==> config.mk <==
export PLATFORM = sky130hd
export DESIGN_NAME = asg_linear
export DESIGN_NICKNAME = d
export VERILOG_FILES = /design/src/asg_pkg.sv /design/src/asg_linear.sv
export VERILOG_INCLUDE_DIRS = /design/src
export SDC_FILE = /design/constraint.sdc
export NUM_CORES = 1
export LEC_CHECK = 0
export BUFFER_PORTS_ARGS = -buffer_cell sky130_fd_sc_hd__buf_2
export CORE_UTILIZATION = 45
export CTS_CLUSTER_DIAMETER = 30
export DETAILED_ROUTE_END_ITERATION = 6
export GPL_TIMING_DRIVEN = 0
export SKIP_CTS_REPAIR_TIMING = 1
export SYNTH_ARGS = -nofsm -noshare
export SYNTH_HDL_FRONTEND = slang
export SYNTH_SLANG_ARGS = --single-unit
==> constraint.sdc <==
create_clock -name bus -period 1.65 [get_ports bus]
set_input_delay 0.165 -clock bus [delete_from_list [all_inputs] [get_ports bus]]
set_output_delay 0.165 -clock bus [all_outputs]
set_load 0.02 [all_outputs]
==> src/asg_macros.svh <==
/*
  shared widths for the signal generator
  register offsets and buffer select bit
*/
`ifndef ASG_MACROS_SVH
`define ASG_MACROS_SVH

// data path widths
`define ASG_DWO 14  // dac and sample width
`define ASG_DWM 16  // gain width

// read pointer, fixed point
`define ASG_CWM 10  // integer part, table address
`define ASG_CWF 16  // fraction part

`define ASG_TWA 4   // external trigger lines
`define ASG_BUF_BIT 12  // byte address bit for buffer space

// register offsets, low address byte
`define ASG_REG_CTL  8'h00
`define ASG_REG_CFG  8'h04
`define ASG_REG_SIZE 8'h08
`define ASG_REG_OFFS 8'h0C
`define ASG_REG_STEP 8'h10
`define ASG_REG_BCYC 8'h18
`define ASG_REG_BDLY 8'h1C
`define ASG_REG_BNUM 8'h20
`define ASG_REG_LMUL 8'h24
`define ASG_REG_LSUM 8'h28

`endif

==> src/asg_pkg.sv <==
/*
  signal generator types
  sample, pointer, gain and counter vectors, core fsm states
*/
`include "asg_macros.svh"

package asg_pkg;

  typedef logic signed [`ASG_DWO-1:0] sample_t;  // dac sample
  typedef logic [`ASG_CWM+`ASG_CWF-1:0] ptr_t;   // int.frac read pointer
  typedef logic [`ASG_CWM-1:0] addr_t;           // table index

  // gain, 0x4000 is unity
  typedef logic signed [`ASG_DWM-1:0] gain_t;

  typedef logic [15:0] bcnt_t;  // burst cycles and repetitions
  typedef logic [31:0] bdly_t;  // burst delay

  typedef logic [$clog2(`ASG_TWA)-1:0] tsel_t;  // trigger select

  // generator core fsm
  typedef enum logic [1:0] {
    ST_IDLE,
    ST_DATA,
    ST_DELAY
  } core_state_t;

endpackage

==> src/asg_linear.sv <==
/*
  gain and offset stage
  multiply, shift, add offset, saturate, register
*/
`timescale 1ns/1ps
`include "asg_macros.svh"

module asg_linear (
  input  logic             bus,
  input  logic             arst_n,
  input  asg_pkg::sample_t in_dat,
  input  logic             in_vld,
  input  asg_pkg::gain_t   cfg_lmul,
  input  asg_pkg::sample_t cfg_lsum,
  output asg_pkg::sample_t dac_dat,
  output logic             dac_vld
);

  logic signed [`ASG_DWO+`ASG_DWM-1:0] mul;  // full product
  logic signed [`ASG_DWO+1:0]          mul_sh;  // product >> 14
  logic signed [`ASG_DWO+2:0]          sum;
  asg_pkg::sample_t                    sat;

  assign mul    = in_dat * cfg_lmul;
  assign mul_sh = mul[`ASG_DWO+`ASG_DWM-1:`ASG_DWM-2];
  assign sum    = mul_sh + cfg_lsum;

  // clip when the top bits disagree
  always_comb begin
    if (sum[`ASG_DWO+2:`ASG_DWO-1] != {4{sum[`ASG_DWO+2]}}) begin
      sat = sum[`ASG_DWO+2] ? {1'b1, {(`ASG_DWO-1){1'b0}}}   // most negative
                            : {1'b0, {(`ASG_DWO-1){1'b1}}};  // most positive
    end else begin
      sat = sum[`ASG_DWO-1:0];
    end
  end

  always_ff @(posedge bus or negedge arst_n) begin
    if (!arst_n) begin
      dac_dat <= '0;
      dac_vld <= 1'b0;
    end else begin
      dac_vld <= in_vld;
      if (in_vld) dac_dat <= sat;  // hold last sample
    end
  end

endmodule

Word-level counts from Yosys, hierarchy flattened. Cells that the tools add are included.

Memory bits (writable): 0. Memories kept: 0. Word-level logic and storage cells: 7. Register bits after elaboration: 15. Bits in read-only memories: 0. Latch bits: 0. Output and inout port bits: 15.

Multiplexer cells: 2. Shifts and indexed selects: 0. Multiply operators: 1. Reductions and logical operators: 0. Eq/ne operators: 1. Div/mod/pow operators: 0. Add/sub/neg operators: 1. Bitwise operators: 0. Magnitude comparators: 0.

Operator list (count): multiplier 14 x 16 -> 30 bit (1); two-way mux 14 bit (2); adder 16 x 14 -> 17 bit (1); inequality test 3 bit (1).

Depth between registers and ports, before layout.
Depth in word-level cells: 4. Gate-level depth with buffers: 35. Gate-level depth less buffers: 33.

Least setup slack after synthesis. OpenSTA, ideal clock, no wires.

Path kind: input to register. Start: input cfg_lmul[5]. End: register dac_dat[1]. Data arrival time: 7.698 ns. Stages: 33. Slack: -6.138 ns. Path buffers: 1. Required time: 1.560 ns. Cells stage by stage: clkbuf_1 and2_1 fa_1 inv_1 fa_1 inv_1 fa_1 ha_1 fa_1 inv_1 fa_1 inv_1 ha_1 and4_1 a221oi_1 o21bai_1 a21o_1 a21o_1 a21o_1 a21oi_1 xnor2_1 ha_1 inv_1 fa_1 nand2b_1 a21o_1 a211o_1 a2111o_1 a311oi_4 o211ai_1 a221oi_4 inv_2 o221ai_1.

Word-level cells in the longest chain between the ends: 4. Elaborated cells between the ends (all ways): 5. Those cells by class: 1 x add/sub; 1 x mul; 1 x eq/ne; 2 x mux.

RTL lines: from (decl) (RTL line asg_linear.sv:13) `input asg_pkg::gain_t cfg_lmul,`; multiplier 14 x 16 -> 30 bit * (RTL line asg_linear.sv:24) `assign mul = in_dat * cfg_lmul;`; adder 16 x 14 -> 17 bit * (RTL line asg_linear.sv:26) `assign sum = mul_sh + cfg_lsum;`; inequality test 3 bit / two-way mux 14 bit (equally long branches) (RTL line asg_linear.sv:30, asg_linear.sv:31); two-way mux 14 bit * (RTL line asg_linear.sv:30) `` if (sum[`ASG_DWO+2:`ASG_DWO-1] != {4{sum[`ASG_DWO+2]}}) begin ``; to (signal assigned) (RTL line asg_linear.sv:44) `if (in_vld) dac_dat <= sat;`; to (decl) (RTL line asg_linear.sv:15) `output asg_pkg::sample_t dac_dat,`.

Mark *: on every way between the ends. The rest lies on a longest branch, timed or not. A chain may end at the register's enable or synchronous reset.

Worst setup path after layout.
Start: input in_dat[4]. End: register dac_dat[0].

Word-level cells in the longest chain between the ends: 4. Elaborated cells between the ends (all ways): 5. Those cells by class: 1 x add/sub; 1 x mul; 1 x eq/ne; 2 x mux.

RTL lines: from (decl) (RTL line asg_linear.sv:11) `input asg_pkg::sample_t in_dat,`; multiplier 14 x 16 -> 30 bit * (RTL line asg_linear.sv:24); adder 16 x 14 -> 17 bit * (RTL line asg_linear.sv:26); inequality test 3 bit / two-way mux 14 bit (equally long branches) (RTL line asg_linear.sv:30, asg_linear.sv:31); two-way mux 14 bit * (RTL line asg_linear.sv:30).

Marked as above.

==> results_dict.tcl <==
set metrics [dict create \
    violations "negative setup slack" \
    nNetsFinal 1488 \
    grt_pass1_wl_mm 37.0 \
    hp-class "input pin to flop" \
    numCtsBuffers 3 \
    drt-initial-drc-count 345 \
    diodes 0 \
    grt_max_degree 16 \
    synthArstFlopShare_pct 100 \
    fmax_ghz 0.127 \
    cts_tree "done" \
    wl_per_cell_um 15.8 \
    fp.dieH_um 147 \
    drc 0 \
    clk_pin_slew_worst_paths_ps 50 \
    place_congestion 0.863 \
    hp-start "in_vld" \
    fin_cells 1406 \
    yosysSeqAreaShare_pct 3.97 \
    setup_tns_ps -86000 \
    drtAntennaViolNets 0 \
    worstSkewPairLatency_ps 240 \
    worstPathMaxFanout 8 \
    syn_nets 1397 \
    io_buffer_count 61 \
    ys_seq_elements 15 \
    core_area_mm2 0.0204 \
    cts_root_buffer "clkbuf_16" \
    vias_per_cell 5.02 \
    crit_path_top_delay_cell "fa_1" \
    rsz0062_at_grt "yes" \
    syn_to_final_growth_pct 15.0 \
    finalSetupViolCount 14 \
    grt_pass1_vias 7292 \
    antenna_found_initial 0 \
    required_ps 1830 \
    synth_ff_type "dfrtp_1" \
    max_stage_delay_ps 490 \
    synth.yosys.warnings 0 \
    grtUsageTotal_pct 21.9 \
    drive_gt1_share_pct 14.6 \
    critPathKind "input pin to flop" \
    start_util_pct 46.3 \
    vias 7064 \
    place_inst 1377 \
    cts.sinks 15 \
    whs_ps 116 \
    outcome "finished with violations" \
    syn_area_mm2 0.00946 \
    ff2ff_setup_slack_ps 910 \
    period_needed_ps 7850 \
    die-area_mm2 0.0216 \
    syn_inst 1046 \
    synth_top_area_cell "fa_1" \
    slew_violations 0 \
    r2r-end "dac_dat[0]$_DFFE_PN0P_" \
    first_pass_iters 4 \
    postSynthAreaPerCell_um2 9.04 \
    cp_common_cell "fa_1" \
    clock_skew_ps 0 \
    die_x_um 147 \
    reg2regPathDepth 2 \
    worst_pin_slew_ps 586 \
    synth_top_area_share_pct 46.4 \
    cts_buffer_depth 2 \
    totalWireLength_mm 22.3 \
    rows 52 \
    grt_overflow 0 \
    dp_hpwl_mm 19.4 \
    min_period_over_period_pct 476 \
    arrival_ps 8040 \
    htree_levels 1 \
    ioPinCount 62 \
    cp-end-kind "flop" \
    synth.area.top_cells "fa_1, ha_1, inv_1" \
    synth_cell_types 50 \
    synth_edf_count 0 \
    drv_cap 0 \
    fin_ws_ps -6200 \
    r2r-start "dac_dat[0]$_DFFE_PN0P_" \
    worstHoldEndpoint "dac_vld$_DFF_PN0_" \
    maxSlewHeadroom_pct 60.9 \
    holdPathStages 1 \
    critPathLaunchType "input pin" \
    synth_common_cells "inv_1, fa_1, and2_1" \
    hold_viol 0 \
    synth.most_common_cell "inv_1" \
]
## cell families after synthesis
family | count (synthesis) | synth area share (%)
AOI/OAI and AO/OA | 93 | 7.38
xor gates and xnor gates | 31 | 2.87
adders and majority gates | 304 | 57.6
buffers and inverters | 302 | 12.0
DFF | 15 | 3.97
muxes | 1 | 0.119
and+or+nand+nor | 300 | 16.0
## cell usage in the layout, fill, tap and decap left out, types with 4 or more instances in the layout
master | netlist | layout
dfrtp_1 | 15 | 15
nand2b_1 | 10 | 9
ha_4 | 0 | 5
nor2_1 | 37 | 37
o21a_1 | 4 | 4
xor2_1 | 8 | 8
clkbuf_16 | 0 | 4
ha_1 | 85 | 78
buf_4 | 0 | 26
o21ai_0 | 11 | 9
buf_6 | 0 | 12
inv_1 | 269 | 266
nand3_1 | 10 | 9
nor3_1 | 6 | 4
o221ai_1 | 9 | 7
xnor2_1 | 23 | 22
fa_1 | 219 | 216
buf_2 | 1 | 55
buf_8 | 0 | 5
nand2_1 | 101 | 100
clkbuf_2 | 0 | 9
a21o_1 | 14 | 14
a21oi_1 | 21 | 17
and2_1 | 122 | 119
and3_1 | 4 | 4
clkbuf_4 | 0 | 5
## per-layer routing
layer,vias up,part of all wire (%),GRT usage [%]
li1,3304,-,-
met1,3592,42,29.7
met2,145,52,38.8
met3,23,3.5,1.21
met4,0,2.4,4.48
met5,-,0,0
## how the worst max path moves through the flow
stage / startpoint / end / slack, ps / depth (start not counted)
6_report: in_dat[4] / dac_dat[0]$_DFFE_PN0P_ / -6200 / 35
5_1_grt: cfg_lmul[8] / dac_dat[0]$_DFFE_PN0P_ / -6530 / 35
4_1_cts: cfg_lmul[12] / dac_dat[5]$_DFFE_PN0P_ / -6840 / 29
3_5_place_dp: cfg_lmul[12] / dac_dat[5]$_DFFE_PN0P_ / -7050 / 29
3_3_place_gp: cfg_lmul[12] / dac_dat[8]$_DFFE_PN0P_ / -7030 / 29
2_1_floorplan: in_dat[2] / dac_dat[10]$_DFFE_PN0P_ / -5830 / 33
## flip-flops by register name, summed over array words and instances (netlist names)
register,flops
dac_dat,14
dac_vld,1
## critical path: cells and delay by family
kind / cells / cell delay (ps)
AO/OA/AOI/OAI: 13 / 3060
XOR/XNOR: 1 / 150
AND/OR/NAND/NOR: 4 / 510
adder cells (fa/ha/maj): 9 / 3450
buffers and inverters: 8 / 710
## layout make-up
| class | instances | area, µm² |
|---|---|---|
| buffer | 32 | 285 |
| clock buffer | 4 | 78.8 |
| fill | 2006 | 9560 |
| inverter | 270 | 1020 |
| multi-input combinational | 729 | 8220 |
| sequential | 15 | 375 |
| tap | 270 | 338 |
| timing repair buffer | 86 | 561 |
## through the flow
stage	util [%]	setup slack (ps)	area, µm²
final	53.2	-6200	10900
after global routing	53.2	-6530	10900
after CTS	50.8	-6840	10400
after detailed placement	50.4	-7050	10300
after global placement	50.4	-7030	10300
after floorplan	-	-5830	9660
Power is not shown: default switching activity piles up to over one toggle a cycle in this logic, so the estimate is an artifact.
