--- config.mk ---
export PLATFORM = sky130hd
export DESIGN_NAME = asg_core
export DESIGN_NICKNAME = d
export VERILOG_FILES = /design/src/asg_pkg.sv /design/src/asg_core.sv
export VERILOG_INCLUDE_DIRS = /design/src
export SDC_FILE = /design/constraint.sdc
export NUM_CORES = 1
export LEC_CHECK = 0
export ABC_AREA = 1
export BUFFER_PORTS_ARGS = -buffer_cell sky130_fd_sc_hd__buf_2
export CAP_MARGIN = 15
export CORE_AREA = 5 5 174 176
export CTS_BUF_LIST = sky130_fd_sc_hd__clkbuf_4
export CTS_CLUSTER_DIAMETER = 30
export CTS_CLUSTER_SIZE = 40
export DETAILED_ROUTE_END_ITERATION = 7
export DIE_AREA = 0 0 179 181
export PLACE_DENSITY = 0.58
export SKIP_LAST_GASP = 1
export SLEW_MARGIN = 20
export SYNTH_ARGS = -nofsm -noshare
export SYNTH_HDL_FRONTEND = slang
export SYNTH_SLANG_ARGS = --single-unit
--- constraint.sdc ---
create_clock -name bus -period 3.9 [get_ports bus]
set_clock_uncertainty 0.2 [all_clocks]
set_input_delay 0.195 -clock bus [delete_from_list [all_inputs] [get_ports bus]]
set_output_delay 0.195 -clock bus [all_outputs]
set_load 0.01 [all_outputs]
--- src/asg_macros.svh ---
/*
  shared widths for the signal generator
  register offsets and buffer select bit
*/
`ifndef ASG_MACROS_SVH
`define ASG_MACROS_SVH

// data path widths
`define ASG_DWO 14  // dac and sample width
`define ASG_DWM 16  // gain width

// read pointer, fixed point
`define ASG_CWM 10  // integer part, table address
`define ASG_CWF 16  // fraction part

`define ASG_TWA 4   // external trigger lines
`define ASG_BUF_BIT 12  // byte address bit for buffer space

// register offsets, low address byte
`define ASG_REG_CTL  8'h00
`define ASG_REG_CFG  8'h04
`define ASG_REG_SIZE 8'h08
`define ASG_REG_OFFS 8'h0C
`define ASG_REG_STEP 8'h10
`define ASG_REG_BCYC 8'h18
`define ASG_REG_BDLY 8'h1C
`define ASG_REG_BNUM 8'h20
`define ASG_REG_LMUL 8'h24
`define ASG_REG_LSUM 8'h28

`endif

--- src/asg_pkg.sv ---
/*
  signal generator types
  sample, pointer, gain and counter vectors, core fsm states
*/
`include "asg_macros.svh"

package asg_pkg;

  typedef logic signed [`ASG_DWO-1:0] sample_t;  // dac sample
  typedef logic [`ASG_CWM+`ASG_CWF-1:0] ptr_t;   // int.frac read pointer
  typedef logic [`ASG_CWM-1:0] addr_t;           // table index

  // gain, 0x4000 is unity
  typedef logic signed [`ASG_DWM-1:0] gain_t;

  typedef logic [15:0] bcnt_t;  // burst cycles and repetitions
  typedef logic [31:0] bdly_t;  // burst delay

  typedef logic [$clog2(`ASG_TWA)-1:0] tsel_t;  // trigger select

  // generator core fsm
  typedef enum logic [1:0] {
    ST_IDLE,
    ST_DATA,
    ST_DELAY
  } core_state_t;

endpackage

--- src/asg_core.sv ---
/*
  generator core
  trigger select and edge detect, fixed point read pointer,
  continuous and burst fsm
*/
`timescale 1ns/1ps
`include "asg_macros.svh"

module asg_core (
  input  logic                bus,
  input  logic                arst_n,
  input  logic                ctl_rst,
  input  logic                trg_sw,
  input  logic [`ASG_TWA-1:0] trg_ext,
  input  asg_pkg::tsel_t      cfg_tsel,
  input  logic                cfg_bena,
  input  logic                cfg_binf,
  input  asg_pkg::ptr_t       cfg_size,
  input  asg_pkg::ptr_t       cfg_step,
  input  asg_pkg::ptr_t       cfg_offs,
  input  asg_pkg::bcnt_t      cfg_bcyc,
  input  asg_pkg::bdly_t      cfg_bdly,
  input  asg_pkg::bcnt_t      cfg_bnum,
  output logic                rd_en,
  output asg_pkg::addr_t      rd_addr,
  output logic                trg_out
);

  asg_pkg::core_state_t state;
  asg_pkg::ptr_t        ptr;      // int.frac position
  asg_pkg::ptr_t        ptr_nxt;
  asg_pkg::bcnt_t       cnt_cyc;  // reads in current burst
  asg_pkg::bcnt_t       cnt_num;  // bursts done
  asg_pkg::bdly_t       cnt_dly;  // delay cycles done
  logic [`ASG_CWM+`ASG_CWF:0] ptr_sum;  // one extra bit for compare
  logic [`ASG_CWM+`ASG_CWF:0] ptr_sub;
  logic trg_sel;
  logic trg_dly;
  logic trg;
  logic cyc_last;
  logic dly_last;

  ////////////////////////////////////////
  // trigger
  ////////////////////////////////////////

  assign trg_sel = trg_ext[cfg_tsel];
  assign trg     = trg_sw | (trg_sel & ~trg_dly);  // sw or rising edge

  ////////////////////////////////////////
  // pointer step with wrap at size
  ////////////////////////////////////////

  assign ptr_sum = {1'b0, ptr} + {1'b0, cfg_step};
  assign ptr_sub = ptr_sum - {1'b0, cfg_size};
  assign ptr_nxt = (ptr_sum >= {1'b0, cfg_size}) ? ptr_sub[`ASG_CWM+`ASG_CWF-1:0]
                                                 : ptr_sum[`ASG_CWM+`ASG_CWF-1:0];

  assign rd_en   = (state == asg_pkg::ST_DATA);
  assign rd_addr = ptr[`ASG_CWF +: `ASG_CWM];  // integer part only

  // zero counts behave like one
  assign cyc_last = (cnt_cyc + asg_pkg::bcnt_t'(1)) >= cfg_bcyc;
  assign dly_last = (cnt_dly + asg_pkg::bdly_t'(1)) >= cfg_bdly;

  always_ff @(posedge bus or negedge arst_n) begin
    if (!arst_n) begin
      state   <= asg_pkg::ST_IDLE;
      ptr     <= '0;
      cnt_cyc <= '0;
      cnt_num <= '0;
      cnt_dly <= '0;
      trg_dly <= 1'b0;
      trg_out <= 1'b0;
    end else begin
      trg_dly <= trg_sel;
      trg_out <= 1'b0;
      if (ctl_rst) begin
        state <= asg_pkg::ST_IDLE;  // in flight samples still drain
      end else begin
        case (state)
          asg_pkg::ST_IDLE: if (trg) begin
            ptr     <= cfg_offs;
            cnt_cyc <= '0;
            cnt_num <= '0;
            trg_out <= 1'b1;  // start notification
            state   <= asg_pkg::ST_DATA;
          end
          asg_pkg::ST_DATA: begin
            ptr <= ptr_nxt;
            if (cfg_bena) begin  // continuous mode never leaves
              if (cyc_last) begin
                cnt_cyc <= '0;
                cnt_num <= cnt_num + asg_pkg::bcnt_t'(1);
                cnt_dly <= '0;
                state   <= asg_pkg::ST_DELAY;
              end else begin
                cnt_cyc <= cnt_cyc + asg_pkg::bcnt_t'(1);
              end
            end
          end
          asg_pkg::ST_DELAY: begin
            if (dly_last) begin
              if (cfg_binf || (cnt_num < cfg_bnum)) begin
                ptr   <= cfg_offs;  // each burst restarts at offs
                state <= asg_pkg::ST_DATA;
              end else begin
                state <= asg_pkg::ST_IDLE;
              end
            end else begin
              cnt_dly <= cnt_dly + asg_pkg::bdly_t'(1);
            end
          end
          default: state <= asg_pkg::ST_IDLE;
        endcase
      end
    end
  end

endmodule

Yosys cells after proc, flatten, opt, wreduce, memory -nomap -nowiden
Index checks and enable logic that the tools add are counted.
{"block": "word_totals", "ff_bits": 94, "word_cells": 71, "output_inout_bits": 12, "inputBits": 154}
{"block": "op_classes", "bitwise_logic": 4, "addsub": 5, "n_lt_le_gt_ge": 5, "eq_ne": 12, "muxes": 28, "reduce_logical": 10}
{"cell": "$mux W26", "count": 4}
{"cell": "$mux W32", "count": 3}
{"cell": "$mux W16", "count": 5}
{"cell": "$pmux W26 S3", "count": 1}
{"cell": "$pmux W16 S2", "count": 2}
{"cell": "$pmux W32 S2", "count": 1}
{"cell": "$add A16 B1 Y16 const B", "count": 2}
{"cell": "$add A32 B1 Y32 const B", "count": 1}
{"cell": "$ge A32 B32 Y1", "count": 1}
{"cell": "$add A26 B26 Y27", "count": 1}
{"cell": "$ge A27 B26 Y1", "count": 1}
{"cell": "$sub A26 B26 Y26", "count": 1}
{"cell": "$ge A16 B16 Y1", "count": 1}
{"cell": "$lt A16 B16 Y1", "count": 1}
{"cell": "$reduce_and A5 Y1", "count": 3}
{"cell": "$mux W2", "count": 5}
{"cell": "$ne A2 B2 Y1 const B", "count": 5}
{"cell": "$ne A3 B3 Y1 const B", "count": 3}
{"cell": "$reduce_and A4 Y1", "count": 2}
{"cell": "$pmux W2 S3", "count": 1}
{"cell": "$mux W1", "count": 5}
{"cell": "$reduce_bool A2 Y1", "count": 2}
{"cell": "$lt A2 B3 Y1 const B", "count": 1}
{"cell": "$ne A3 B2 Y1 const B", "count": 1}
{"cell": "other kinds (10)", "count": 11}

Depth between registers and ports, before layout
{"block": "logic_depth", "ltp_word": 7, "mapped_depth": 30, "mapped_depth_nobuf": 29}

Worst setup path before layout
OpenSTA, ideal clock, no wires.
{"block": "synth_timing", "kind": "register -> register", "start": "reg ptr[0]", "end": "reg ptr[15]", "setup_slack_ns": 0.125, "path_stages_with_launch": 24, "period_less_slack_ns": 3.775, "t_required_ns": 3.583, "setup_time_ns": 0.117, "arrival_ns": 3.458, "path_buffers": 1, "path_cell_list": "dfrtp_1 -> ha_1 -> inv_1 -> fa_1 -> o21bai_1 -> a21oi_1 -> o21ai_0 -> xor2_1 -> inv_1 -> ha_1 -> nand2_1 -> nor2_4 -> inv_2 -> nor2_4 -> nand3_2 -> nand3_2 -> nand2_4 -> nor2_8 -> buf_4 -> o21ai_0 -> nand3_1 -> nand2_1 -> nand2_1 -> nand2_1"}
{"block": "synth_between", "elab_chain_len": 4, "word_cells_on_any_way": 5, "cone_classes": "add/sub: 2; order compare: 1; mux: 2"}
{"element": "start, declared", "line_no": "asg_core.sv:30", "source": "asg_pkg::ptr_t ptr;"}
{"element": "start signal, assigned", "line_no": "asg_core.sv:83", "source": "ptr <= cfg_offs;"}
{"element": "start signal, assigned", "line_no": "asg_core.sv:90", "source": "ptr <= ptr_nxt;"}
{"element": "start signal, assigned", "line_no": "asg_core.sv:105", "source": "ptr <= cfg_offs;"}
{"element": "$add A26 B26 Y27 (*)", "line_no": "asg_core.sv:54", "source": "assign ptr_sum = {1'b0, ptr} + {1'b0, cfg_step};"}
{"element": "$sub A26 B26 Y26 or $ge A27 B26 Y1 (tied branches)", "line_no": "asg_core.sv:55, asg_core.sv:56"}
{"element": "$mux W26 (*)", "line_no": "asg_core.sv:56", "source": "assign ptr_nxt = (ptr_sum >= {1'b0, cfg_size}) ? ptr_sub[`ASG_CWM+`ASG_CWF-1:0]"}
{"element": "$pmux W26 S3 (*)", "line_no": "asg_core.sv:81", "source": "case (state)"}
Mark *: on every way between the ends. The rest lies on a longest branch, timed or not.
A chain may end at the register's enable or synchronous reset.

Worst setup path after layout
{"block": "layout_timing", "start": "reg cnt_dly[0]", "end": "reg ptr[10]"}
{"block": "layout_between", "elab_chain_len": 4}
{"element": "start, declared", "line_no": "asg_core.sv:34", "source": "asg_pkg::bdly_t cnt_dly;"}
{"element": "start signal, assigned", "line_no": "asg_core.sv:111", "source": "cnt_dly <= cnt_dly + asg_pkg::bdly_t'(1);"}
{"element": "$add A32 B1 Y32", "line_no": "asg_core.sv:64", "source": "assign dly_last = (cnt_dly + asg_pkg::bdly_t'(1)) >= cfg_bdly;"}
{"element": "$ge A32 B32 Y1", "line_no": "asg_core.sv:64"}
{"element": "$ne A2 B2 Y1 (no line)"}
{"element": "$reduce_and A5 Y1 (no line)"}
Every way passes these cells.

==> results.md <==
* Final core occ at 57.2%
* Ys flop type: dfrtp_1
* Total grt overflow at 0
* Synth Warn # at 0
* DIE HEIGHT at 181 um
* Peak supply drop at 407 uV
* Buffer and inverter count on the worst path at 5
* CP endpoint kind: flip-flop
* FF+latch count, synth at 94
* Cell breakdown of the critical path: inv_2 -> nor3_4 -> nand2_2 -> nor3_4 -> nand4_1 -> nor2_2 -> buf_4 -> xor2_2 -> inv_2 -> ha_4 -> nand2_2 -> nor2_2 -> nand3_1 -> nor3_2 -> nand4_1 -> nand4_4 -> nand4_4 -> buf_8 -> clkbuf_16 -> nand3_1 -> nand2_1
* Mean Syn Cell Area at 6.37 um2
* WL per Instance at 16.3 um
* Sw Pwr at 0.00661 W
* Fin cells at 2577
* Most numerous cell in the Yosys netlist: nand2_1
* Kind of cell adding the most delay to the critical path: simple AND/OR/NAND/NOR gates
* DR DRC count at 0
* DP Cell Count at 2473
* Leak at 8.74 nW
* GPL Wtd Cong at 0.962
* Largest cells by area after synthesis: dfrtp_1 21%, nand2_1 16%, ha_1 13%, inv_1 10%, nand3_1 6.1%
* Boundary Pins at 166
* Design area at 16300 um2
* Rows at 62
* Antenna viol nets, final at 0
* First-pass GRT wire length at 64.1 mm
* Yosys top cell by area: dfrtp_1
* Simple-gate share of the synthesized area at 35.1%
* Worst slew pin tran at 0.862 ns
* Net Sw Frac at 50.8%
* Final period utilization at 101%
* Worst-path clk slew at 0.19 ns
* Total Wirelength at 42.0 mm
* Slowest cell on the critical path: dfrtp_1
* Reg-to-reg startpoint: cnt_dly[0]
* Worst skew pair latency at 0.52 ns
* Async SR Flop Fraction at 100%
* EDFF count, synth at 0
* List of most frequent post-synthesis cells: 484 x nand2_1, 300 x inv_1, 137 x nand3_1
* WHS at 0.0671 ns
* Crit. Startpoint: cnt_dly[0]
* Post-synthesis compound-gate area fraction at 11.5%
* Gate Count Post-Synth at 1758
* Unrepaired setup endpoints after global routing: true
* Clock sink count at 94
* PwrDens at 800 nW/um2
* Dpl hpwl at 32.6 mm
* Power share of the sequential group at 10.6%
* Synthesized net count at 2032
* Final hold vios at 0
* Adder-cell share of the synthesized area at 13.5%
* Clock network fraction of total power at 4.7%
* Port Buffer Count at 165
* Status: complete, but fails checks
* Total GRT Usage at 24.6%
* Final #Nets at 2460
* Die area at 32400 um2
* Proportion of synthesized area in mux cells at 0%
* DIE WIDTH at 179 um
* Worst slack, placed at -0.270 ns
* WP data required at 4.11 ns
* Arrival time worst endpoint at 4.13 ns
* Post-Syn Area at 11200 um2
* Initial DRC count at 893
* Worst setup SP type: flip-flop
* Area grow syn2layout at 45.2%
* Critical path peak fanout at 6
* Pins over their slew limit at 0
* Logic gate share of total power at 84.8%
* Number of H-tree levels at 3
* Initial antenna violation count at 2
* Layout cells sized above 1 at 33.1%
* First-pass detailed-route iteration total at 7
* Largest net degree at the start of global routing at 60
* Hold crit path type: in2async
* Largest family of logic cells by synthesized area: simple AND/OR/NAND/NOR gates
* CTS root buf: clkbuf_4
* Fmax at 0.255 GHz
* Vias at 13.0k
* Failing checks: negative setup slack
* Vias in the first global route at 12.7k
* Register area share after synthesis at 21.0%
* Maximum clock insertion buffer count at 2
* CP Class: reg2reg
* Drt via density at 5.05
* Core box area at 28500 um2
* Post-place instance area at 13900 um2
* Fin crit period at 3.92 ns
* Post-synth cell types at 43
* Final setup vio count at 9
* Post-synthesis xor/xnor area fraction at 6.57%
* Max incr delay on CP at 0.45 ns
* Worst setup margin at -0.0199 ns
* CTS tree: done
* Max Cap Viol at 0
* Num CTS Buffers at 9
* Slew margin rel. at 42.6%
* Pint at 0.00640 W
* Top cell type's share of synthesized area at 21.0%
* Initial Util at 39.4%
==> worst paths after layout <==
path | endpoint | slack [ns] | cells past startpoint
setup / recovery | ptr[10] | -0.02 | 21
hold / removal | cnt_dly[24] | 0.07 | 2
setup reg to reg | ptr[10] | -0.02 | 21
hold reg to reg | trg_out | 0.33 | 1
max in group asynchronous | cnt_dly[13] | 2.37 | 3
min in group bus | ptr[0] | 0.08 | 8
==> registers in the layout (all words and copies together), names as in the netlist <==
| register | flops |
|---|---|
| trg_dly | 1 |
| cnt_cyc | 16 |
| cnt_dly | 32 |
| state | 2 |
| ptr | 26 |
| cnt_num | 16 |
| trg_out | 1 |
==> placed cells by master (no fill, tap or decap), types with 23 or more instances in the layout <==
cell type | synthesis | layout
nor3_1 | 33 | 23
nand4_1 | 37 | 37
a21oi_1 | 82 | 60
ha_1 | 118 | 77
o21ai_1 | 16 | 30
ha_4 | 0 | 39
dlygate4sd3_1 | 0 | 36
nand3_1 | 137 | 118
buf_4 | 14 | 237
buf_2 | 7 | 164
nor2_2 | 4 | 27
nor2_1 | 103 | 70
o21ai_0 | 98 | 79
xor2_1 | 64 | 60
dfrtp_1 | 94 | 89
nand2_1 | 484 | 426
nand2_2 | 26 | 70
inv_1 | 300 | 290
==> layer usage <==
metal | vias up | share of wire, % | GRT usage [%]
met5 | - | 0 | 0
met2 | 410 | 48 | 42.3
met4 | 0 | 3.7 | 9.12
met3 | 84 | 5.2 | 2.72
li1 | 6494 | - | -
met1 | 6035 | 43 | 31.5
==> kinds of logic after synthesis <==
logic type | count (synthesis)
AND/OR/NAND/NOR | 877
buffers and inverters | 346
AO/OA/AOI/OAI | 237
adder cells (fa/ha/maj) | 120
flip-flops | 94
XOR/XNOR | 84
==> metrics by stage <==
stage	setup TNS, ns	power [W]
after global routing	-8.58	0.0140
after detailed placement	-10.81	0.0104
after floorplan	0	0.00642
after global placement	-10.28	0.0104
final	-0.0838	0.0130
after CTS	0	0.0118
==> timing repair <==
action | in CTS | in global routing
pin swaps | 17 | 88
resized for setup | 83 | 211
hold buffers | 36 | 0
endpoints found under the setup margin | 63 | 92
endpoints found under the hold margin | 105 | 0
setup buffers | 13 | 33
cloned | 1 | 4
==> power groups by stage <==
| stage | logic [W] | registers, W | clock network, W |
|---|---|---|---|
| 2_1_floorplan | 0.00514 | 0.00128 | 0 |
| 3_3_place_gp | 0.00904 | 0.00135 | 0 |
| 3_5_place_dp | 0.00904 | 0.00135 | 0 |
| 4_1_cts | 0.00979 | 0.00135 | 0.000631 |
| 5_1_grt | 0.0119 | 0.00139 | 0.000656 |
| 6_report | 0.0110 | 0.00137 | 0.000609 |
==> layout make-up <==
class                           count  area [um2]
Antenna cell                        2        5.00
Clock buffer                       10        75.1
Clock inverter                      6        70.1
Fill cell                        2797       12200
Inverter                          306        1160
Multi-Input combinational cell   1318        8800
Sequential cell                    94        2360
Tap cell                          384         480
Timing Repair Buffer              457        3330
No activity file was read; power rests on OpenSTA's default activity.
