--- src/asg_macros.svh ---
/*
  shared widths for the signal generator
  register offsets and buffer select bit
*/
`ifndef ASG_MACROS_SVH
`define ASG_MACROS_SVH

// data path widths
`define ASG_DWO 14  // dac and sample width
`define ASG_DWM 16  // gain width

// read pointer, fixed point
`define ASG_CWM 10  // integer part, table address
`define ASG_CWF 16  // fraction part

`define ASG_TWA 4   // external trigger lines
`define ASG_BUF_BIT 12  // byte address bit for buffer space

// register offsets, low address byte
`define ASG_REG_CTL  8'h00
`define ASG_REG_CFG  8'h04
`define ASG_REG_SIZE 8'h08
`define ASG_REG_OFFS 8'h0C
`define ASG_REG_STEP 8'h10
`define ASG_REG_BCYC 8'h18
`define ASG_REG_BDLY 8'h1C
`define ASG_REG_BNUM 8'h20
`define ASG_REG_LMUL 8'h24
`define ASG_REG_LSUM 8'h28

`endif

--- src/asg_pkg.sv ---
/*
  signal generator types
  sample, pointer, gain and counter vectors, core fsm states
*/
`include "asg_macros.svh"

package asg_pkg;

  typedef logic signed [`ASG_DWO-1:0] sample_t;  // dac sample
  typedef logic [`ASG_CWM+`ASG_CWF-1:0] ptr_t;   // int.frac read pointer
  typedef logic [`ASG_CWM-1:0] addr_t;           // table index

  // gain, 0x4000 is unity
  typedef logic signed [`ASG_DWM-1:0] gain_t;

  typedef logic [15:0] bcnt_t;  // burst cycles and repetitions
  typedef logic [31:0] bdly_t;  // burst delay

  typedef logic [$clog2(`ASG_TWA)-1:0] tsel_t;  // trigger select

  // generator core fsm
  typedef enum logic [1:0] {
    ST_IDLE,
    ST_DATA,
    ST_DELAY
  } core_state_t;

endpackage

--- src/asg_regs.sv ---
/*
  wishbone classic slave for the generator
  configuration registers, ctl strobes, buffer routing
*/
`timescale 1ns/1ps
`include "asg_macros.svh"

module asg_regs (
  input  logic                  bus,
  input  logic                  arst_n,
  input  logic                  wb_cyc,
  input  logic                  wb_stb,
  input  logic                  wb_we,
  input  logic [15:0]           wb_adr,     // byte address
  input  logic [31:0]           wb_dat_i,
  output logic [31:0]           wb_dat_o,
  output logic                  wb_ack,
  output logic                  ctl_rst,    // one cycle pulse
  output logic                  trg_sw,     // one cycle pulse
  output asg_pkg::tsel_t        cfg_tsel,
  output logic                  cfg_bena,
  output logic                  cfg_binf,
  output asg_pkg::ptr_t         cfg_size,
  output asg_pkg::ptr_t         cfg_step,
  output asg_pkg::ptr_t         cfg_offs,
  output asg_pkg::bcnt_t        cfg_bcyc,
  output asg_pkg::bdly_t        cfg_bdly,
  output asg_pkg::bcnt_t        cfg_bnum,
  output asg_pkg::gain_t        cfg_lmul,
  output asg_pkg::sample_t      cfg_lsum,
  output logic                  buf_we,
  output asg_pkg::addr_t        buf_addr,
  output asg_pkg::sample_t      buf_wdata,
  input  asg_pkg::sample_t      buf_rdata
);

  logic        acc;        // strobe sampled this cycle
  logic        acc_wr;
  logic        acc_reg;    // register space, not buffer
  logic [7:0]  reg_adr;
  logic        sel_buf;    // read source in ack cycle
  logic [31:0] reg_rdata;

  // no new access in the ack cycle
  assign acc     = wb_cyc & wb_stb & ~wb_ack;
  assign acc_wr  = acc & wb_we;
  assign acc_reg = ~wb_adr[`ASG_BUF_BIT];
  assign reg_adr = wb_adr[7:0];

  ////////////////////////////////////////
  // buffer side
  ////////////////////////////////////////

  assign buf_we    = acc_wr & wb_adr[`ASG_BUF_BIT];
  assign buf_addr  = wb_adr[2 +: `ASG_CWM];  // word index
  assign buf_wdata = wb_dat_i[`ASG_DWO-1:0];

  ////////////////////////////////////////
  // ack, strobes, config writes
  ////////////////////////////////////////

  always_ff @(posedge bus or negedge arst_n) begin
    if (!arst_n) begin
      wb_ack   <= 1'b0;
      sel_buf  <= 1'b0;
      ctl_rst  <= 1'b0;
      trg_sw   <= 1'b0;
      cfg_tsel <= '0;
      cfg_bena <= 1'b0;
      cfg_binf <= 1'b0;
      cfg_size <= '0;
      cfg_step <= '0;
      cfg_offs <= '0;
      cfg_bcyc <= '0;
      cfg_bdly <= '0;
      cfg_bnum <= '0;
      cfg_lmul <= asg_pkg::gain_t'(1 << (`ASG_DWM-2));  // unity gain
      cfg_lsum <= '0;
    end else begin
      wb_ack <= acc;
      if (acc) sel_buf <= wb_adr[`ASG_BUF_BIT];
      // ctl bits only live for one cycle
      ctl_rst <= acc_wr & acc_reg & (reg_adr == `ASG_REG_CTL) & wb_dat_i[0];
      trg_sw  <= acc_wr & acc_reg & (reg_adr == `ASG_REG_CTL) & wb_dat_i[1];
      if (acc_wr && acc_reg) begin
        case (reg_adr)
          `ASG_REG_CFG: begin
            cfg_tsel <= wb_dat_i[$bits(asg_pkg::tsel_t)-1:0];
            cfg_bena <= wb_dat_i[2];
            cfg_binf <= wb_dat_i[3];
          end
          `ASG_REG_SIZE: cfg_size <= wb_dat_i[`ASG_CWM+`ASG_CWF-1:0];
          `ASG_REG_OFFS: cfg_offs <= wb_dat_i[`ASG_CWM+`ASG_CWF-1:0];
          `ASG_REG_STEP: cfg_step <= wb_dat_i[`ASG_CWM+`ASG_CWF-1:0];
          `ASG_REG_BCYC: cfg_bcyc <= wb_dat_i[15:0];
          `ASG_REG_BDLY: cfg_bdly <= wb_dat_i;
          `ASG_REG_BNUM: cfg_bnum <= wb_dat_i[15:0];
          `ASG_REG_LMUL: cfg_lmul <= wb_dat_i[`ASG_DWM-1:0];
          `ASG_REG_LSUM: cfg_lsum <= wb_dat_i[`ASG_DWO-1:0];
          default: ;  // ctl handled above
        endcase
      end
    end
  end

  // registered read mux, zero extended
  always_ff @(posedge bus) begin
    if (acc) begin
      case (reg_adr)
        `ASG_REG_CFG:  reg_rdata <= {28'h0, cfg_binf, cfg_bena, cfg_tsel};
        `ASG_REG_SIZE: reg_rdata <= {{(32-`ASG_CWM-`ASG_CWF){1'b0}}, cfg_size};
        `ASG_REG_OFFS: reg_rdata <= {{(32-`ASG_CWM-`ASG_CWF){1'b0}}, cfg_offs};
        `ASG_REG_STEP: reg_rdata <= {{(32-`ASG_CWM-`ASG_CWF){1'b0}}, cfg_step};
        `ASG_REG_BCYC: reg_rdata <= {16'h0, cfg_bcyc};
        `ASG_REG_BDLY: reg_rdata <= cfg_bdly;
        `ASG_REG_BNUM: reg_rdata <= {16'h0, cfg_bnum};
        `ASG_REG_LMUL: reg_rdata <= {{(32-`ASG_DWM){1'b0}}, cfg_lmul};
        `ASG_REG_LSUM: reg_rdata <= {{(32-`ASG_DWO){1'b0}}, cfg_lsum};
        default:       reg_rdata <= '0;  // ctl is write only
      endcase
    end
  end

  assign wb_dat_o = sel_buf ? {{(32-`ASG_DWO){1'b0}}, buf_rdata} : reg_rdata;

endmodule

--- config.mk ---
export PLATFORM = sky130hd
export DESIGN_NAME = asg_regs
export DESIGN_NICKNAME = d
export VERILOG_FILES = /design/src/asg_pkg.sv /design/src/asg_regs.sv
export VERILOG_INCLUDE_DIRS = /design/src
export SDC_FILE = /design/constraint.sdc
export NUM_CORES = 1
export LEC_CHECK = 0
export ABC_AREA = 1
export BUFFER_PORTS_ARGS = -buffer_cell sky130_fd_sc_hd__buf_4
export CORE_MARGIN = 3
export CORE_UTILIZATION = 46
export DETAILED_ROUTE_END_ITERATION = 6
export GPL_TIMING_DRIVEN = 1
export PLACE_DENSITY = 0.85
export SYNTH_ARGS = -nofsm -noshare
export SYNTH_HDL_FRONTEND = slang
export SYNTH_SLANG_ARGS = --single-unit
--- constraint.sdc ---
create_clock -name bus -period 1.5 [get_ports bus]
set_input_delay 0 -clock bus [delete_from_list [all_inputs] [get_ports bus]]
set_output_delay 0 -clock bus [all_outputs]
set_load 0.01 [all_outputs]
After elaboration in Yosys (flattened, before gate mapping)
Cells that the tools add are included.
- reductions and logical operators: 11
- equality and inequality tests: 9
- bitwise operators: 10
- multiplexer cells: 2
- operator list (operator ; number):
    32-bit case mux with 9 select lines ; 1
    32-bit two-way mux ; 1
    8-bit by 5-bit == test with 1-bit output (second input constant) ; 3
    8-bit by 6-bit == test with 1-bit output (second input constant) ; 3
    2-bit AND reduction ; 9
    8-bit by 4-bit == test with 1-bit output (second input constant) ; 2
    1-bit AND ; 8
    8-bit by 3-bit == test with 1-bit output (second input constant) ; 1
    8-bit zero test ; 1
    1-bit inverter ; 2
    1-bit logical AND ; 1
- register bits after elaboration: 212
- word-level logic and storage cells: 48
- input bits: 67
- output and inout bits: 236

Longest topological paths before layout
Gate-level depths: netlist of the first run.
- word-level depth: 6
- gate-level depth with buffers: 9
- depth with buffers taken out: 7

Worst setup path before layout of the first run
OpenSTA, ideal clock, no wires.
- kind: register to register
- from: reg wb_ack
- to: reg reg_rdata[0] (enable)
- required time: 1.112 ns
- clock period less this slack: 1.667 ns
- path buffers: 0
- library setup time: 0.388 ns
- cell stages (with the launch flop): 4
- setup slack: -0.167 ns
- arrival time: 1.279 ns
- path through: dfrtp_1 > nor2_1 > nand2_1 > inv_1
- word-level cells in the longest chain between the ends: 2
- RTL lines (what ; RTL line ; source):
    start: declaration ; asg_regs.sv:17 ; output logic wb_ack,
    start signal: assignment ; asg_regs.sv:64 ; wb_ack <= 1'b0;
    start signal: assignment ; asg_regs.sv:80 ; wb_ack <= acc;
    1-bit inverter ; asg_regs.sv:45 ; assign acc = wb_cyc & wb_stb & ~wb_ack;
    1-bit AND ; asg_regs.sv:45 ;
    named net acc ; asg_regs.sv:37 ; logic acc;
    end signal: assignment ; asg_regs.sv:110 ; `ASG_REG_CFG: reg_rdata <= {28'h0, cfg_binf, cfg_bena, cfg_tsel};
    end signal: assignment ; asg_regs.sv:111 ; `ASG_REG_SIZE: reg_rdata <= {{(32-`ASG_CWM-`ASG_CWF){1'b0}}, cfg_size};
    end signal: assignment ; asg_regs.sv:112 ; `ASG_REG_OFFS: reg_rdata <= {{(32-`ASG_CWM-`ASG_CWF){1'b0}}, cfg_offs};
    end: declaration ; asg_regs.sv:42 ; logic [31:0] reg_rdata;
The timed path passes the listed nets, and every way through them passes these cells.
A chain may end at the register's enable or synchronous reset.

Final worst setup path of the first run
- from: reg wb_ack
- to: reg cfg_size[23]
- word-level cells in the longest chain between the ends: 5
- RTL lines (what ; RTL line ; source):
    1-bit inverter ; asg_regs.sv:45 ;
    1-bit AND ; asg_regs.sv:45 ;
    1-bit AND ; asg_regs.sv:46 ; assign acc_wr = acc & wb_we;
    1-bit logical AND ; asg_regs.sv:85 ; if (acc_wr && acc_reg) begin
    2-bit AND reduction (no source line) ; -- ;
    end signal: assignment ; asg_regs.sv:92 ; `ASG_REG_SIZE: cfg_size <= wb_dat_i[`ASG_CWM+`ASG_CWF-1:0];
    end: declaration ; asg_regs.sv:23 ; output asg_pkg::ptr_t cfg_size,
Every way passes these cells.

==> results of run 1 <==
registers in the layout, indices dropped and copies added (netlist names), 2 cells and up:
signal	count
cfg_offs	26
cfg_bnum	16
cfg_bdly	32
cfg_tsel	2
cfg_lmul	16
cfg_step	26
cfg_size	26
reg_rdata	32
cfg_bcyc	16
cfg_lsum	14
placed cells by master (no fill, tap or decap), drive strengths merged:
master and count:
o21ai 171, clkbuf 36, buf 351, dfrtp 179, clkinv 1, inv 68, nand4 10, clkinvlp 2
dlygate4sd3 34, nor2 81, bufbuf 1, edfxtp 32, nor3 1, bufinv 1, dfstp 1, nand3 47
nand2 457
how the worst min path moves through the flow:
stage                     from      endpoint
global placement        arst_n  cfg_offs[17]
CTS                 wb_adr[12]       sel_buf
detailed placement      arst_n  cfg_offs[17]
finish              wb_adr[10]   buf_addr[8]
floorplan               arst_n   cfg_bcyc[0]
global route        wb_adr[10]   buf_addr[8]
cell type report:
cell class              instances  area [µm²]  area share (%)
clock inverters                 5        61.3           0.460
clock buffers                  35         671            5.03
inverters                      67         255            1.91
multi-input cells             767        3270            24.5
repair buffers                387        3280            24.6
flip-flops and latches        212        5470            41.0
well taps                     265         332            2.49
per-stage QoR:
step / total power, W / TNS (ps) / utilization, %
floorplan: 0.00643 / -1390 / -
CTS: 0.0127 / -12290 / 67.6
finish: 0.0126 / -9170 / 67.9
global route: 0.0130 / -25760 / 67.9
global placement: 0.00705 / -1320 / 61.6
detailed placement: 0.00707 / -3260 / 61.6
cell families after synthesis:
family	share of synthesized area, %
flops	58.8
compound gates	9.20
simple gates	25.2
buf+inv	6.82
power groups by stage:
stage / Combinational, W / Clock [W] / Sequential (W)
final: 0.00115 / 0.00551 / 0.00595
after global routing: 0.00124 / 0.00581 / 0.00595
after CTS: 0.00114 / 0.00558 / 0.00595
after detailed placement: 0.00102 / 0 / 0.00605
after global placement: 0.00100 / 0 / 0.00605
after floorplan: 0.000369 / 0 / 0.00606
what timing repair did:
action,4_1_cts,5_1_grt
buffers inserted,4,2
endpoints found under the setup margin,53,217
hold buffers,34,1
gates cloned,1,0
hold endpoints to repair,356,6
resized for setup,21,29
pin swaps,3,1
routing by layer:
metal,wire length (µm),share of wire [%]
met5,0,0
met4,1420,4.4
met3,2990,9.3
met2,16000,50
met1,11900,37
==> metrics.cfg, run 1 <==
[flow_run]
drv_cap=0

[floorplan]
dieHeight_um=148
start_util_pct=47.3
coreArea_um2=19700
ios=303
fp.dieW_um=148
die_area_um2=22000
num_rows=51

[timing]
slew_headroom_pct=62.4
fin_crit_sh_pct=110
worst_slack_ps=-146
holdWs_ps=0.00443
setup_viol=176
period_minus_slack_ps=1650
report.final.slew_viol_count=0
hold_viol_final=0
rsz0062_at_grt=true
fmax_ghz=0.607
worst_pin_slew_ps=563
skew_ps=8.27

[global_routing]
track_usage_pct=28.4
overflow=0
grt_max_degree=61
antenna_found_initial=0
grt_pass1_vias=8874
grt.met3_usage_pct=5.21
use_met2_pct=48.6
grtUsageMet1_pct=36.0
grt_first_pass_wirelength_um=48700
top_usage_layer=met2

[cells_and_area]
syn_to_final_growth_pct=43.4
final_layout_size_suffix_gt1_share_pct=28.2
fin_nets=1525
finalInstanceArea_um2=13300
antenna_cells=0
nFillCells=1567
fin_cells=1738

[power]
power.density_nw_per_um2=945
pwr-share-clk_pct=43.7
total_leakage_power_nw=6.96
seq_power_share_pct=47.2
p_sw_w=0.00293
p_comb_share_pct=9.1
ir_drop_mv=1.09
p_int_w=0.00967
p_sw_share_pct=23.3

[worst_setup_path]
crit_chain=nor2_2 -> nand2_2 -> buf_4 -> nor3_4 -> buf_12 -> nand2_2 -> buf_12 -> nand2_1 -> o21ai_0
slowest_delay_ps=390
r2r_slack_ps=-150
crit_slowest_cell=dfrtp_1
worstPathArrival_ps=2020
crit_end=cfg_size[23]
reg2reg_from=wb_ack
critPathBufInv=3
startpoint=wb_ack
r2r-end=cfg_size[23]
worstSetupPathType=flip-flop to flip-flop
rr_worst_depth=9
path_depth=9
required_ps=1870
start_kind=flip-flop
crit_fanout=52
critPathTopFamily=simple AND/OR/NAND/NOR gates
end_kind=flip-flop

[place]
routabilityCongestion=0.939
dpl_worst_slack_ps=-114
port_buffers=291
place_area_um2=12100
hpwl_um=22300
place_inst=1656

[logic_synthesis]
synth_edf_count=32
yosysTopAreaCell=dfrtp_1
async_reset_ff_share_pct=84.9
synth_top_area_share_pct=48.2
synth.area.top_cells=dfrtp_1 (48%), nand2_1 (18%), edfxtp_1 (10%)
synth.most_common_cell=nand2_1
syn_nets=1189
synth_flop_cell=dfrtp_1
yosysSeqAreaShare_pct=58.8
yosysUniqueCellTypes=16
ys_top_cells_by_count=nand2_1 (457), dfrtp_1 (179), o21ai_0 (170)
syn_avg_cell_area_um2=8.29
syn_area_um2=9300
yosysWarnings=0
synth_seq_cells=212
netlist_instances=1122

[clock_tree]
cts_buffers=23
clk_pin_slew_ps=60
cts_tree=yes
cts.sinks=212
clk_latency_ps=500
cts_root_buf=clkbuf_16
cts_buffer_depth=3
htree_levels=1

[detailed_routing]
wl_per_cell_um=18.6
ant_nets=0
avgViaCountPerCell=5.24
drtPass1Iterations=5
drt_iter0_markers=671
drc=0
wl_um=32300
via_count=9111

[min_path]
whs_path_depth=0
worstHoldPathType=primary input to output port

[run_status]
failed_checks=negative setup slack
run_status=finished, violations left

No activity file was read; power rests on OpenSTA's default activity.
==> inputs of run 2 (changes only) <==
CORE_MARGIN = default   (was 3)
PLACE_DENSITY = default   (was 0.85)
PLACE_DENSITY_LB_ADDON = 0.05   (was default)
==> run 2 against run 1 <==
Against the previous run: the flow still finishes with violations (negative setup slack); hold slack about the same; clock-buffer cell count decreased by 1; non-clock buffer count is 3 lower; flip-flop and latch count stayed put; final area is 0.71% higher; die area decreased by 5.3%; register-to-register slack better by 60 ps; wire length is 7.0% lower; critical path depth unchanged; clock skew rose by 12 ps; power up 3.1%; critical endpoint is now cfg_offs[1].
==> metrics.cfg, run 2 (synthesis results as in run 1) <==
[run_status]
run_status=finished, violations left
failed_checks=negative setup slack

[place]
place_inst=1654  ; -0.12%
dpl_worst_slack_ps=-13.1  ; +101 ps
port_buffers=291  ; unchanged
place_area_um2=12200  ; +0.41%
routabilityCongestion=0.897  ; -4.5%
hpwl_um=21000  ; -5.6%

[worst_setup_path]
critPathBufInv=3  ; unchanged
required_ps=1850  ; -20 ps
end_kind=flip-flop
worstPathArrival_ps=1930  ; -90 ps
crit_slowest_cell=dfrtp_1
critPathTopFamily=buffers and inverters
crit_fanout=28  ; -46%
slowest_delay_ps=390  ; about the same
start_kind=flip-flop
worstSetupPathType=flip-flop to flip-flop
crit_chain=nor2_2 -> nand2_2 -> buf_4 -> nor3_4 -> buf_12 -> nand2_2 -> buf_12 -> nand2_1 -> o21ai_0

[timing]
fin_crit_sh_pct=105  ; -4.3 points
fin_tns_setup_ps=-7110  ; +2060 ps
rsz0062_at_grt=true
report.final.slew_viol_count=0  ; unchanged
worst_pin_slew_ps=967  ; +405 ps
fmax_ghz=0.632  ; +4.1%
skew_ps=19.8  ; +11.6 ps
holdWs_ps=0.00444  ; +0.0000100 ps
hold_viol_final=0  ; unchanged
slew_headroom_pct=35.5  ; -27 points
worst_slack_ps=-81.3  ; +64.9 ps
setup_viol=174  ; -1.1%
period_minus_slack_ps=1580  ; -64.9 ps

[detailed_routing]
topRoutingLayerUsed=met4
drt_iter0_markers=621  ; -7.5%
met3_length_um=2210  ; -26%
drtPass1Iterations=5  ; unchanged
wl_um=30000  ; -7.0%
wl_per_cell_um=17.3  ; -6.9%
avgViaCountPerCell=5.03  ; -4.1%
ant_nets=0  ; unchanged
met1_length_um=12600  ; +5.9%
via_count=8728  ; -4.2%
wl_met2_um=14500  ; -9.4%
drc=0  ; unchanged

[power]
p_sw_share_pct=22.1  ; -1.2 points
seq_power_share_pct=45.8  ; -1.4 points
ir_drop_mv=0.766  ; -30%
p_comb_share_pct=8.7  ; -0.4 points
power.density_nw_per_um2=967  ; +2.3%
pwr-share-clk_pct=45.5  ; +1.8 points
total_leakage_power_nw=6.97  ; about the same
p_int_w=0.0101  ; +4.7%
p_sw_w=0.00287  ; -2.3%

[cells_and_area]
layout_common_cells=nand2_1 (443), buf_4 (317), dfrtp_1 (178)
antenna_cells=0  ; unchanged
mostFrequentLayoutCell=nand2_1
finalInstanceArea_um2=13400  ; +0.71%
fin_nets=1522  ; -0.20%
final_layout_size_suffix_gt1_share_pct=27.9  ; -0.30 points
fin_cells=1736  ; -0.12%
reg_top3=cfg_bdly x32, reg_rdata x32
syn_to_final_growth_pct=44.5

[floorplan]
num_rows=51  ; unchanged
start_util_pct=47.3  ; unchanged
die_area_um2=20800  ; -5.3%
coreArea_um2=19700  ; unchanged
ios=303  ; unchanged
dieHeight_um=144  ; -2.7%
fp.dieW_um=144  ; -2.7%

[global_routing]
antenna_found_initial=0  ; unchanged
grt_pass1_vias=8111  ; -8.6%
grt_first_pass_wirelength_um=44800  ; -7.9%
track_usage_pct=28.8  ; +0.33 points
grt_max_degree=45  ; -26%
overflow=0  ; unchanged

[clock_tree]
cts_root_buf=clkbuf_16
cts.sinks=212  ; unchanged
clk_latency_ps=500  ; about the same
cts_buffers=23  ; unchanged
clk_pin_slew_ps=60  ; about the same
cts_tree=yes
cts_buffer_depth=3  ; unchanged
htree_levels=1  ; unchanged

[min_path]
worstHoldPathType=primary input to output port

[flow_run]
drv_cap=0  ; unchanged

==> run 2: worst paths after layout <==
check	depth (start not counted)	startpoint	slack [ps]	endpoint
worst max-delay path	9	wb_ack	-80	cfg_offs[1]
worst min-delay path	0	wb_adr[9]	0.004	buf_addr[7]
worst max register to register	9	wb_ack	-80	cfg_offs[1]
worst min register to register	2	cfg_lmul[14]	490	cfg_lmul[14]
max in group asynchronous	3	arst_n	890	cfg_lmul[14]
min in group asynchronous	2	arst_n	20	cfg_bnum[1]
==> run 2: stage by stage <==
stage,util [%],power (W)
floorplan,-,0.00643
global placement,61.9,0.00707
detailed placement,61.9,0.00707
CTS,68.0,0.0131
global route,68.4,0.0134
finish,68.4,0.0130
==> run 2: timing repair <==
action / CTS / global route
endpoints found under the hold margin: 350 / 0
hold buffers: 35 / 0
pin swaps: 3 / 1
cloned: 0 / 1
gates resized for setup: 18 / 23
endpoints found under the setup margin: 20 / 187
buffers inserted: 3 / 2
==> run 2: per-layer routing <==
layer,GRT usage [%],up-vias
li1,-,4222
met1,38.7,4107
met2,48.9,354
met3,3.58,45
met4,8.25,0
met5,0,-
==> run 2: power groups by stage <==
stage,Clock (W),Sequential [W],Combinational [W]
3_5_place_dp,0,0.00606,0.00102
3_3_place_gp,0,0.00605,0.00101
5_1_grt,0.00620,0.00596,0.00124
6_report,0.00591,0.00595,0.00114
2_1_floorplan,0,0.00606,0.000369
4_1_cts,0.00598,0.00595,0.00113
==> run 2: worst reg2reg max path, stage by stage, from the launching register on <==
cell and delay, ps:
dfrtp_1 390, nor2_2 100, nand2_2 70, buf_4 140, nor3_4 150, buf_12 160, nand2_2 110, buf_12 190
nand2_1 70, o21ai_0 70
==> run 2: layout make-up <==
| cell class | instances | area, µm² |
|---|---|---|
| clock buffers | 34 | 657 |
| flip-flops and latches | 212 | 5470 |
| multi-input cells | 767 | 3260 |
| inverters | 67 | 255 |
| well taps | 265 | 332 |
| fillers | 1705 | 6220 |
| clock inverters | 7 | 134 |
| repair buffers | 384 | 3330 |
==> inputs of run 3 (changes only) <==
--- a/config.mk
+++ b/config.mk
@@ -11,6 +11,8 @@
 export CORE_UTILIZATION = 46
 export DETAILED_ROUTE_END_ITERATION = 6
+export GPL_ROUTABILITY_DRIVEN = 0
 export GPL_TIMING_DRIVEN = 1
 export PLACE_DENSITY_LB_ADDON = 0.05
+export SKIP_LAST_GASP = 1
 export SYNTH_ARGS = -nofsm -noshare
 export SYNTH_HDL_FRONTEND = slang
==> constraint.sdc (replaced) <==
create_clock -name bus -period 1.5 [get_ports bus]
set_input_delay 0 -clock bus [delete_from_list [all_inputs] [get_ports bus]]
set_output_delay 0 -clock bus [all_outputs]
set_load 0.02 [all_outputs]
==> run 3 against run 2 <==
Against the previous run: the run ends with negative hold slack, negative setup slack left; final area is 4.2% higher; clock skew shrank 12 ps; global-route usage down 0.10 points; register-to-register slack lost 80 ps; critical endpoint is now cfg_size[10].
==> metrics.cfg, run 3 (synthesis results as in run 1) <==
[place]
port_buffers=291  ; unchanged
hpwl_um=20900  ; -0.68%
place_area_um2=12100  ; -0.46%
place_inst=1652  ; -0.12%

[detailed_routing]
via_count=8998  ; +3.1%
avgViaCountPerCell=5.15  ; +2.4%
wl_per_cell_um=18.4  ; +6.6%
wl_um=32200  ; +7.3%
drt_iter0_markers=636  ; +2.4%
drtPass1Iterations=5  ; unchanged
drc=0  ; unchanged
ant_nets=0  ; unchanged

[power]
power.density_nw_per_um2=906  ; -6.3%
total_leakage_power_nw=7.20  ; +3.4%
p_sw_share_pct=24.6  ; +2.5 points
seq_power_share_pct=47.0  ; +1.2 points
ir_drop_mv=0.868  ; +13%
pwr-share-clk_pct=41.6  ; -3.9 points
p_comb_share_pct=11.4  ; +2.7 points
p_sw_w=0.00312  ; +8.7%
p_int_w=0.00956  ; -5.6%

[cells_and_area]
reg_top3=cfg_bdly x32, reg_rdata x32
syn_to_final_growth_pct=50.5
layout_common_cells=nand2_1 (393), buf_4 (307), dfrtp_1 (177)
antenna_cells=0  ; unchanged
fin_cells=1748  ; +0.69%
nFillCells=1608  ; -5.7%
mostFrequentLayoutCell=nand2_1
final_layout_size_suffix_gt1_share_pct=32.7  ; +4.8 points
fin_nets=1533  ; +0.72%
finalInstanceArea_um2=14000  ; +4.2%

[global_routing]
grt_first_pass_wirelength_um=44600  ; -0.46%
grt_max_degree=49  ; +8.9%
overflow=0  ; unchanged
grt_pass1_vias=8146  ; +0.43%
track_usage_pct=28.7  ; -0.10 points
antenna_found_initial=0  ; unchanged

[floorplan]
num_rows=51  ; unchanged
ios=303  ; unchanged
start_util_pct=47.3  ; unchanged
dieHeight_um=144  ; unchanged
fp.dieW_um=144  ; unchanged
die_area_um2=20800  ; unchanged
coreArea_um2=19700  ; unchanged

[timing]
skew_ps=7.50  ; -12.4 ps
report.final.slew_viol_count=0  ; unchanged
worst_pin_slew_ps=652  ; -315 ps
period_minus_slack_ps=1660  ; +77.3 ps
fmax_ghz=0.603  ; -4.7%
holdWs_ps=-6.34  ; -6.34 ps
fin_crit_sh_pct=111  ; +5.2 points
slew_headroom_pct=56.5  ; +21 points
hold_viol_final=2  ; +2
rsz0062_at_grt=true
worst_slack_ps=-159  ; -77.3 ps
setup_viol=202  ; +16%

[clock_tree]
cts.sinks=212  ; unchanged
cts_buffer_depth=3  ; unchanged
clk_pin_slew_ps=60  ; about the same
cts_buffers=23  ; unchanged
clk_latency_ps=510  ; about the same
cts_root_buf=clkbuf_16
htree_levels=1  ; unchanged
cts_tree=yes

[worst_setup_path]
worstPathArrival_ps=2030  ; +100 ps
crit_chain=nor2_4 -> nand2_4 -> nor3_4 -> buf_6 -> buf_12 -> nand2_8 -> clkbuf_16 -> nand2_1 -> o21ai_0
start_kind=flip-flop
crit_fanout=10  ; -64%
crit_slowest_cell=dfrtp_2
end_kind=flip-flop
slowest_delay_ps=430  ; +40 ps
required_ps=1870  ; +20 ps
worstSetupPathType=flip-flop to flip-flop

[run_status]
run_status=finished, violations left
failed_checks=negative hold slack, negative setup slack

[flow_run]
drv_cap=0  ; unchanged

[min_path]
worstHoldPathType=primary input to flip-flop

[run 3: changes by cell type in the layout (fill, tap and decap cells not counted), sizes merged]
cell         change
buf              +2
bufinv           -4
clkbuf          +10
clkinv           +1
dlygate4sd3      -2
inv              +1
nand2            +4
[run 3: path summary, 6_finish.rpt]
check	cells past startpoint	slack, ps	end	from
worst max-delay path	9	-160	cfg_size[10]	wb_ack
worst min-delay path	3	-6	cfg_lmul[6]	wb_dat_i[6]
worst max register to register	9	-160	cfg_size[10]	wb_ack
worst min register to register	2	510	cfg_bdly[27]	cfg_bdly[27]
max in group asynchronous	3	890	cfg_lmul[14]	arst_n
min in group asynchronous	2	30	cfg_bena	arst_n
[run 3: power by group through the flow]
stage	sequential, W	clock, W	combinational (W)
3_5_place_dp	0.00605	0	0.00113
4_1_cts	0.00595	0.00531	0.00123
5_1_grt	0.00597	0.00556	0.00155
6_report	0.00596	0.00527	0.00144
3_3_place_gp	0.00605	0	0.00112
2_1_floorplan	0.00608	0	0.000474
[run 3: final cells by class]
class / instances / area (µm²) / share of cell area, %
flip-flops and latches: 212 / 5470 / 39.1
multi-input cells: 771 / 3700 / 26.4
repair buffers: 391 / 3540 / 25.3
clock buffers: 37 / 668 / 4.77
well taps: 265 / 332 / 2.37
inverters: 67 / 258 / 1.84
clock inverters: 5 / 27.5 / 0.197
[run 3: critical path: cells and delay by family, from the launching register on]
family	cells	cell delay (ps)
AND/OR/NAND/NOR	5	530
buffers and inverters	3	500
flip-flops	1	430
AO/OA/AOI/OAI	1	70
[run 3: stage by stage]
step	hold WS (ps)	utilization, %	setup TNS (ps)	setup slack, ps	total power, W
6_report	-6.34	71.2	-20300	-159	0.0127
3_5_place_dp	-7.90	61.6	-6600	-78.8	0.00718
3_3_place_gp	-3.49	61.6	0	10.6	0.00717
2_1_floorplan	-296	-	-2310	-74.4	0.00656
5_1_grt	0.0589	71.2	-36170	-237	0.0131
4_1_cts	-259	67.4	-7060	-90.0	0.0125
[run 3: per-layer routing]
layer	up-vias	wire [µm]	track usage, %
met5	-	0	0
met4	0	573	9.03
met3	35	2610	4.34
met2	429	15600	47.4
met1	4278	13400	38.9
li1	4256	-	-
[run 3: repair_timing]
| action | 4_1_cts | 5_1_grt |
|---|---|---|
| setup buffers | 4 | 5 |
| resized for setup | 19 | 176 |
| pin swaps | 1 | 17 |
| setup endpoints to repair | 206 | 191 |
| hold buffers | 32 | 1 |
| hold endpoints to repair | 344 | 1 |
| gates cloned | 1 | 12 |
